File: src/wbRegPkg.sv
// wishbone data and address widths, register map enum and bus data type
`default_nettype none

package wbRegPkg;

    // classic wishbone slave, word addressed
    localparam int WB_DATA_W = 32;
    localparam int WB_ADR_W  = 4;

    // register map
    // status bit 0 is the busy flag, read only
    typedef enum logic [WB_ADR_W-1:0] {
        REG_MATCH    = 4'd0,
        REG_MISMATCH = 4'd1,
        REG_GAP      = 4'd2,
        REG_STATUS   = 4'd3
    } regAddr_e;

    typedef logic [WB_DATA_W-1:0] wbData_t;

endpackage

`default_nettype wire

File: src/alignPkg.sv
// alignment widths plus the base, score, target position and scoring-set types
`default_nettype none

package alignPkg;

    ////////////////////
    // widths
    ////////////////////

    // one nucleotide per two bits
    localparam int BASE_W  = 2;
    // signed dynamic-programming score
    localparam int SCORE_W = 12;
    // target base index, enough for 1024-base targets
    localparam int POS_W   = 10;

    ////////////////////
    // types
    ////////////////////

    typedef logic [BASE_W-1:0] base_t;
    typedef logic signed [SCORE_W-1:0] score_t;
    typedef logic [POS_W-1:0] pos_t;

    // substitution and linear gap scores shared by the whole array
    // match is normally positive, the other two negative
    typedef struct packed {
        score_t match;
        score_t mismatch;
        score_t gap;
    } scoreSet_t;

endpackage

`default_nettype wire
File: src/cellLink.sv
// interface for one column step between neighbouring array stages
`default_nettype none

interface cellLink
    import alignPkg::*;
    ();

    // target base of the current column
    base_t  base;
    // first column of a target
    logic   start;
    // final column of a target
    logic   last;
    // H value of the upstream row for this column
    score_t h;
    // column-0 value of the upstream row, only meaningful with start
    score_t bound;

    // upstream stage owns the registers
    modport src (
        output base, start, last, h, bound
    );

    // downstream stage only samples
    modport dst (
        input base, start, last, h, bound
    );

endinterface

`default_nettype wire

File: src/systolicAligner.sv
// top level aligner with register slave, feeder, cell array and collector
`default_nettype none

module systolicAligner
    import alignPkg::*, wbRegPkg::*;
#(
    parameter int QUERY_LEN = 8
) (
    input  logic                 clk,
    input  logic                 rst,

    // wishbone classic slave
    input  logic                 wbCyc,
    input  logic                 wbStb,
    input  logic                 wbWe,
    input  logic [WB_ADR_W-1:0]  wbAdr,
    input  wbData_t              wbDatW,
    output wbData_t              wbDatR,
    output logic                 wbAck,

    // query, held stable while busy
    input  base_t                queryIn [QUERY_LEN],
    input  logic [QUERY_LEN-1:0] queryEn,

    // target stream
    input  base_t                targetIn,
    input  logic                 targetInStart,
    input  logic                 targetInLast,
    input  logic                 targetInValid,
    input  score_t               targetInScore,
    output logic                 targetInReady,

    // result
    output score_t               score,
    output pos_t                 scoreJ,
    output logic                 scoreValid,
    input  logic                 scoreReady
);

    scoreSet_t scores;
    logic      advance;
    logic      scoreFull;
    logic      busy;

    // link k feeds cell k, link QUERY_LEN feeds the collector
    cellLink link [QUERY_LEN+1] ();

    scoreRegs uRegs (
        .clk    (clk),
        .rst    (rst),
        .wbCyc  (wbCyc),
        .wbStb  (wbStb),
        .wbWe   (wbWe),
        .wbAdr  (regAddr_e'(wbAdr)),
        .wbDatW (wbDatW),
        .wbDatR (wbDatR),
        .wbAck  (wbAck),
        .busy   (busy),
        .scores (scores)
    );

    targetFeeder #(
        .QUERY_LEN (QUERY_LEN)
    ) uFeeder (
        .clk           (clk),
        .rst           (rst),
        .targetIn      (targetIn),
        .targetInStart (targetInStart),
        .targetInLast  (targetInLast),
        .targetInValid (targetInValid),
        .targetInScore (targetInScore),
        .targetInReady (targetInReady),
        .scoreFull     (scoreFull),
        .scores        (scores),
        .advance       (advance),
        .busy          (busy),
        .down          (link[0])
    );

    ////////////////////
    // cell array
    ////////////////////

    for (genvar k = 0; k < QUERY_LEN; k++) begin : gCell
        swCell uCell (
            .clk       (clk),
            .rst       (rst),
            .advance   (advance),
            .scores    (scores),
            .queryBase (queryIn[k]),
            .queryEn   (queryEn[k]),
            .up        (link[k]),
            .down      (link[k+1])
        );
    end

    scoreCollector uCollector (
        .clk        (clk),
        .rst        (rst),
        .advance    (advance),
        .up         (link[QUERY_LEN]),
        .score      (score),
        .scoreJ     (scoreJ),
        .scoreValid (scoreValid),
        .scoreReady (scoreReady),
        .scoreFull  (scoreFull)
    );

endmodule

`default_nettype wire

File: src/scoreCollector.sv
// best last-row score tracking and one-entry output buffer
`default_nettype none

module scoreCollector
    import alignPkg::*;
(
    input  logic   clk,
    input  logic   rst,
    input  logic   advance,
    cellLink.dst   up,
    output score_t score,
    output pos_t   scoreJ,
    output logic   scoreValid,
    input  logic   scoreReady,
    output logic   scoreFull
);

    // running best of the current target
    score_t best;
    pos_t   bestJ;
    // index of the previous column
    pos_t   col;

    // values including this beat
    pos_t   curCol;
    score_t nextBest;
    pos_t   nextJ;

    ////////////////////
    // tracking
    ////////////////////

    assign curCol = up.start ? pos_t'(0) : col + 1'b1;

    // strictly greater only, so the lowest column wins ties
    always_comb begin
        if (up.start || up.h > best) begin
            nextBest = up.h;
            nextJ    = curCol;
        end else begin
            nextBest = best;
            nextJ    = bestJ;
        end
    end

    // bubbles between targets update junk that the next start discards
    always_ff @(posedge clk) begin
        if (advance) begin
            col   <= curCol;
            best  <= nextBest;
            bestJ <= nextJ;
        end
    end

    ////////////////////
    // output buffer
    ////////////////////

    // holds the array while a score waits
    assign scoreFull = scoreValid && !scoreReady;

    always_ff @(posedge clk) begin
        if (advance && up.last) begin
            score  <= nextBest;
            scoreJ <= nextJ;
        end
    end

    // advance implies the buffer is free or being emptied
    always_ff @(posedge clk) begin
        if (rst) begin
            scoreValid <= 1'b0;
        end else if (advance && up.last) begin
            scoreValid <= 1'b1;
        end else if (scoreReady) begin
            scoreValid <= 1'b0;
        end
    end

endmodule

`default_nettype wire

File: src/swCell.sv
// systolic scoring cell, one query base and one row of the table
`default_nettype none

module swCell
    import alignPkg::*;
(
    input  logic      clk,
    input  logic      rst,
    input  logic      advance,
    input  scoreSet_t scores,
    input  base_t     queryBase,
    input  logic      queryEn,
    cellLink.dst      up,
    cellLink.src      down
);

    // query base and enable held for the whole target
    base_t  qBase;
    logic   qEn;
    // H[i-1][j-1], the upstream value of the previous column
    score_t diag;

    // values in use on this beat
    base_t  curBase;
    logic   curEn;
    score_t diagUse;
    score_t leftUse;
    score_t rowBound;
    score_t subScore;
    score_t cellH;

    // signed three-way maximum
    function automatic score_t max3(input score_t a, input score_t b, input score_t c);
        score_t m;
        m = (a > b) ? a : b;
        return (m > c) ? m : c;
    endfunction

    ////////////////////
    // recurrence
    ////////////////////

    // start beat takes the fresh query base straight from the inputs
    assign curBase = up.start ? queryBase : qBase;
    assign curEn   = up.start ? queryEn : qEn;

    // H[i][0] of this row
    assign rowBound = up.bound + scores.gap;

    // column 1 uses the column-0 values as neighbours
    assign diagUse = up.start ? up.bound : diag;
    assign leftUse = up.start ? rowBound : down.h;

    assign subScore = (curBase == up.base) ? scores.match : scores.mismatch;

    assign cellH = max3(diagUse + subScore, up.h + scores.gap, leftUse + scores.gap);

    ////////////////////
    // registers
    ////////////////////

    always_ff @(posedge clk) begin
        if (rst) begin
            qEn        <= 1'b0;
            down.start <= 1'b0;
            down.last  <= 1'b0;
        end else if (advance) begin
            if (up.start) begin
                qEn <= queryEn;
            end
            down.start <= up.start;
            down.last  <= up.last;
        end
    end

    always_ff @(posedge clk) begin
        if (advance) begin
            if (up.start) begin
                qBase <= queryBase;
            end
            down.base <= up.base;
            diag      <= up.h;
            // a disabled cell is a plain one-cycle delay
            if (curEn) begin
                down.h     <= cellH;
                down.bound <= rowBound;
            end else begin
                down.h     <= up.h;
                down.bound <= up.bound;
            end
        end
    end

endmodule

`default_nettype wire

File: src/targetFeeder.sv
// target input handshake, array stall control, row-0 seeding and busy tracking
`default_nettype none

module targetFeeder
    import alignPkg::*;
#(
    parameter int QUERY_LEN = 8
) (
    input  logic      clk,
    input  logic      rst,
    input  base_t     targetIn,
    input  logic      targetInStart,
    input  logic      targetInLast,
    input  logic      targetInValid,
    input  score_t    targetInScore,
    output logic      targetInReady,
    input  logic      scoreFull,
    input  scoreSet_t scores,
    output logic      advance,
    output logic      busy,
    cellLink.src      down
);

    // enough for a target in every link plus the collector
    localparam int CNT_W = $clog2(QUERY_LEN + 3);

    typedef enum logic {
        IDLE,
        IN_TARGET
    } feedState_e;

    feedState_e state;
    // base handshake completes this cycle
    logic xfer;
    // shadow of the last marks on links 1..QUERY_LEN
    logic [QUERY_LEN-1:0] lastPipe;
    // targets entered and not yet captured
    logic [CNT_W-1:0] inFlight;
    logic enter;
    logic capture;

    ////////////////////
    // handshake and stall
    ////////////////////

    // only a held score blocks input
    assign targetInReady = !scoreFull;
    assign xfer = targetInValid && targetInReady;
    // idle bubbles drain the array, a gap inside a target freezes it
    assign advance = !scoreFull && (xfer || state == IDLE);

    always_ff @(posedge clk) begin
        if (rst) begin
            state <= IDLE;
        end else if (xfer) begin
            if (targetInLast) begin
                state <= IDLE;
            end else if (targetInStart) begin
                state <= IN_TARGET;
            end
        end
    end

    ////////////////////
    // link 0
    ////////////////////

    // start and last are control, cleared on reset and on bubbles
    always_ff @(posedge clk) begin
        if (rst) begin
            down.start <= 1'b0;
            down.last  <= 1'b0;
        end else if (advance) begin
            down.start <= xfer && targetInStart;
            down.last  <= xfer && targetInLast;
        end
    end

    // row 0 of the table
    // H[0][0] is the initial score and each column adds one gap
    always_ff @(posedge clk) begin
        if (advance && xfer) begin
            down.base <= targetIn;
            if (targetInStart) begin
                down.bound <= targetInScore;
                down.h     <= targetInScore + scores.gap;
            end else begin
                down.h     <= down.h + scores.gap;
            end
        end
    end

    ////////////////////
    // busy
    ////////////////////

    assign enter   = xfer && targetInStart;
    // the collector captures when last leaves the final link
    assign capture = advance && lastPipe[QUERY_LEN-1];

    always_ff @(posedge clk) begin
        if (rst) begin
            lastPipe <= '0;
        end else if (advance) begin
            lastPipe <= {lastPipe[QUERY_LEN-2:0], down.last};
        end
    end

    always_ff @(posedge clk) begin
        if (rst) begin
            inFlight <= '0;
        end else if (enter && !capture) begin
            inFlight <= inFlight + 1'b1;
        end else if (capture && !enter) begin
            inFlight <= inFlight - 1'b1;
        end
    end

    assign busy = (inFlight != '0);

endmodule

`default_nettype wire

File: src/scoreRegs.sv
// wishbone classic slave with the scoring registers and the busy status
`default_nettype none

module scoreRegs
    import alignPkg::*, wbRegPkg::*;
(
    input  logic      clk,
    input  logic      rst,
    input  logic      wbCyc,
    input  logic      wbStb,
    input  logic      wbWe,
    input  regAddr_e  wbAdr,
    input  wbData_t   wbDatW,
    output wbData_t   wbDatR,
    output logic      wbAck,
    input  logic      busy,
    output scoreSet_t scores
);

    // a new request is seen while no ack is pending
    logic request;

    // sign extension of a score to the bus width
    function automatic wbData_t sext(input score_t val);
        return {{(WB_DATA_W-SCORE_W){val[SCORE_W-1]}}, val};
    endfunction

    assign request = wbCyc && wbStb && !wbAck;

    ////////////////////
    // ack
    ////////////////////

    // single cycle ack, one cycle after the strobe
    always_ff @(posedge clk) begin
        if (rst) begin
            wbAck <= 1'b0;
        end else begin
            wbAck <= request;
        end
    end

    ////////////////////
    // score registers
    ////////////////////

    // status and unknown addresses swallow the write
    always_ff @(posedge clk) begin
        if (rst) begin
            scores.match    <= score_t'(2);
            scores.mismatch <= score_t'(-1);
            scores.gap      <= score_t'(-1);
        end else if (request && wbWe) begin
            case (wbAdr)
                REG_MATCH:    scores.match    <= score_t'(wbDatW[SCORE_W-1:0]);
                REG_MISMATCH: scores.mismatch <= score_t'(wbDatW[SCORE_W-1:0]);
                REG_GAP:      scores.gap      <= score_t'(wbDatW[SCORE_W-1:0]);
                default: ;
            endcase
        end
    end

    // read data lines up with the ack
    always_ff @(posedge clk) begin
        if (request) begin
            case (wbAdr)
                REG_MATCH:    wbDatR <= sext(scores.match);
                REG_MISMATCH: wbDatR <= sext(scores.mismatch);
                REG_GAP:      wbDatR <= sext(scores.gap);
                REG_STATUS:   wbDatR <= {{(WB_DATA_W-1){1'b0}}, busy};
                default:      wbDatR <= '0;
            endcase
        end
    end

endmodule

`default_nettype wire

File: config.mk
export PLATFORM = sky130hd
export DESIGN_NAME = systolicAligner
export DESIGN_NICKNAME = d
export VERILOG_FILES = /design/src/wbRegPkg.sv /design/src/alignPkg.sv /design/src/cellLink.sv /design/src/systolicAligner.sv /design/src/scoreCollector.sv /design/src/swCell.sv /design/src/targetFeeder.sv /design/src/scoreRegs.sv
export SDC_FILE = /design/constraint.sdc
export NUM_CORES = 2
export LEC_CHECK = 0
export BUFFER_PORTS_ARGS = -buffer_cell sky130_fd_sc_hd__buf_2
export CAP_MARGIN = 40
export CELL_PAD_IN_SITES_DETAIL_PLACEMENT = 0
export CELL_PAD_IN_SITES_GLOBAL_PLACEMENT = 1
export CORE_AREA = 2 2 316 318
export CTS_CLUSTER_DIAMETER = 120
export DETAILED_ROUTE_END_ITERATION = 10
export DIE_AREA = 0 0 318 320
export PLACE_DENSITY_LB_ADDON = 0.1
export SETUP_SLACK_MARGIN = 0.15
export SYNTH_ARGS = -nofsm -noshare
export SYNTH_HDL_FRONTEND = slang
export SYNTH_SLANG_ARGS = --single-unit
File: constraint.sdc
create_clock -name clk -period 37.6 [get_ports clk]
set_clock_uncertainty 0.15 [all_clocks]
set_input_delay 3.76 -clock clk [delete_from_list [all_inputs] [get_ports clk]]
set_output_delay 3.76 -clock clk [all_outputs]
set_load 0.05 [all_outputs]
==> reports/results.ini <==
[status]
outcome=finished clean

[worst_hold_path]
hp-class=reg -> reg
hp-start=uRegs.wbAck

[placement]
port_buffers=119
place_inst=5996
routabilityCongestion=0.8613
place_area_sq_um=46330
place_hpwl_mm=103.1

[timing]
timing.final.hold_violations=0
rsz0062_at_grt=no
finalWorstPathRequiredPeriod_ps=11880
setup_tns_ps=0
holdWs_ps=300.3
fmax_ghz=0.08419
report.final.slew_viol_count=0
max_slew.worst_pin.slew_ps=1015
finalCritPeriodShare_pct=31.59
setup_viol=0
slew_headroom_pct=32.36

[yosys]
synth_common_cells=ha_1 (571), nor2_1 (402), edfxtp_1 (398)
synth-edff-count=398
synthCells=4672
synthTopCellsByArea=edfxtp_1 (27%), ha_1 (16%), mux2_2 (8.1%)
synth_flop_cell=edfxtp_1
synth_top_area_cell=edfxtp_1
ys_seq_elements=467
yosysMostFrequentCell=ha_1
async_flop_share_pct=0
ys_seq_area_share_pct=30.24
syn_area_sq_um=44090
avgSynthCellArea_sq_um=9.436
ys_warn_count=0
ys_types=82
syn_nets=5360
synth_top_area_share_pct=27.11

[worst_setup_path]
crit_path_max_incr_delay_ps=750
worstPathRequired_ps=37840
cpMaxStageDelayCell=a211oi_4
startpoint=queryIn[2]
startpoint_type=primary input
rr_startpoint=gCell[5].uCell.down.start
r2r_slack_ps=28020
endpoint_kind=flop
path_class=in -> reg
critPathArrivalTime_ps=12120
path_max_fanout=19

[grt]
grt_antenna_before_repair=9
grt_pass1_vias=32931
grt_max_degree=172
grt_overflow_total=0
grt_first_pass_wirelength_mm=206.0
grt_usage_pct=26.61

[clock_tree]
cts_buffer_depth=3
cts.clk_slew.worst_paths_ps=60
numClockSinks=467
cts-resized-gates=0
post-cts-setup-buffer-count=0
numCtsBuffers=60
hold_buffers=0
cts_root_buffer=clkbuf_16
clk_latency_ps=680
cts_tree=built
h-tree-depth=2

[cells_and_area]
design_area_sq_um=48290
area_growth_pct=9.533
stdcell_count=6111
fillCellCount=9335
nNetsFinal=5459
drive_gt1_share_pct=14.43

[die]
core-area_sq_um=97990
die_h_um=320
dieArea_sq_um=101800
std_cell_rows=115
fp.dieW_um=318
start_util_pct=44.99
io-pin-count=140

[route]
wirelength_mm=137.6
post_drt_via_cell_ratio=5.651
detail_route.wl_per_cell_um=22.51
ant_nets=0
route.detailed.drc=0
first_pass_iters=5
num_vias=34534
drtIter0Drc=2642

[flow_run]
max_cap_viol_count=0

==> final timing paths <==
kind	end	cells past startpoint
worst max register to register	gCell[6].uCell.down.h[0]	32
worst max-delay path	gCell[6].uCell.down.h[0]	32
worst min-delay path	uRegs.wbAck	1
worst min register to register	uRegs.wbAck	1
==> final cells by class <==
class                           count  area [sq um]  share of cell area, %
Multi-Input combinational cell   3752         28940                  59.94
Sequential cell                   467         13350                  27.65
Clock buffer                       90          1757                  3.638
Tap cell                         1287          1610                  3.335
Timing Repair Buffer              204          1343                  2.780
Inverter                          286          1081                  2.239
Clock inverter                     24         202.7                 0.4198
Antenna cell                        1         2.502               0.005182
==> placed cells by master (no fill, tap or decap), types with 11 or more instances in the layout <==
| cell type | synthesis | routed |
|---|---|---|
| xnor2_1 | 220 | 220 |
| o41ai_1 | 15 | 15 |
| a211oi_1 | 69 | 69 |
| nand4_1 | 41 | 41 |
| o21a_1 | 86 | 86 |
| dfxtp_2 | 0 | 11 |
| o211ai_1 | 33 | 33 |
| fa_1 | 34 | 34 |
| or3_1 | 30 | 30 |
| nor4_1 | 20 | 20 |
| buf_4 | 26 | 76 |
| clkinv_2 | 0 | 11 |
| nand3_1 | 49 | 49 |
| ha_1 | 571 | 571 |
| or2_2 | 15 | 15 |
| nand3b_1 | 28 | 28 |
| edfxtp_1 | 398 | 398 |
| mux2i_1 | 174 | 171 |
| mux2_2 | 319 | 319 |
| inv_1 | 286 | 285 |
| buf_2 | 14 | 118 |
| a21o_1 | 98 | 98 |
| clkbuf_16 | 0 | 62 |
| dfxtp_1 | 69 | 57 |
| xor2_1 | 129 | 129 |
| o21bai_1 | 53 | 53 |
| and2_1 | 25 | 25 |
| nand2_1 | 386 | 386 |
| nor2_1 | 402 | 402 |
| nor2b_1 | 58 | 58 |
| a31oi_1 | 29 | 29 |
| o31ai_1 | 23 | 23 |
| o21ai_0 | 191 | 190 |
| nand2b_1 | 45 | 45 |
| nor3_1 | 110 | 109 |
| clkbuf_1 | 104 | 18 |
| and3_1 | 31 | 31 |
| a21oi_1 | 316 | 316 |
==> sequential cells by signal, summed over array words and instances, names as in the netlist, 4 cells and up <==
signal                  count
gCell.uCell.diag           96
gCell.uCell.down.base      14
gCell.uCell.down.bound     84
gCell.uCell.down.h         96
gCell.uCell.down.start      8
gCell.uCell.qBase          16
gCell.uCell.qEn             8
uCollector.best            12
uCollector.bestJ           10
uCollector.col             10
uCollector.score           12
uCollector.scoreJ          10
uFeeder.down.bound         12
uFeeder.down.h             12
uFeeder.inFlight            4
uFeeder.lastPipe            8
uRegs.scores               36
uRegs.wbDatR               12
==> stage by stage <==
step,util (%),setup slack [ps]
global placement,47.11,25330
global route,49.28,25160
CTS,49.28,26000
floorplan,-,22700
finish,49.28,25720
detailed placement,47.28,25300
==> logic make-up after synthesis <==
logic type	Yosys count	synth area share [%]
and+or+nand+nor	1266	13.23
AOI/OAI and AO/OA	1033	15.31
adders and majority gates	605	17.75
muxes	496	12.21
DFF	467	30.24
buffers and inverters	453	4.169
xor gates and xnor gates	352	7.087
==> critical path, delay by kind of cell <==
kind,cells,cell delay (ps)
AO/OA/AOI/OAI,12,3480
multiplexers,3,910
AND/OR/NAND/NOR,9,2030
buffers and inverters,3,490
adder cells (fa/ha/maj),4,1280
XOR/XNOR,1,150
==> per-layer routing <==
metal | track usage (%) | routed length, um
met4 | 5.862 | 2832
met1 | 37.80 | 66720
met5 | 0 | 50
met2 | 42.95 | 61580
met3 | 3.590 | 6369
Power is not shown: default switching activity piles up to over one toggle a cycle in this logic, so the estimate is an artifact.
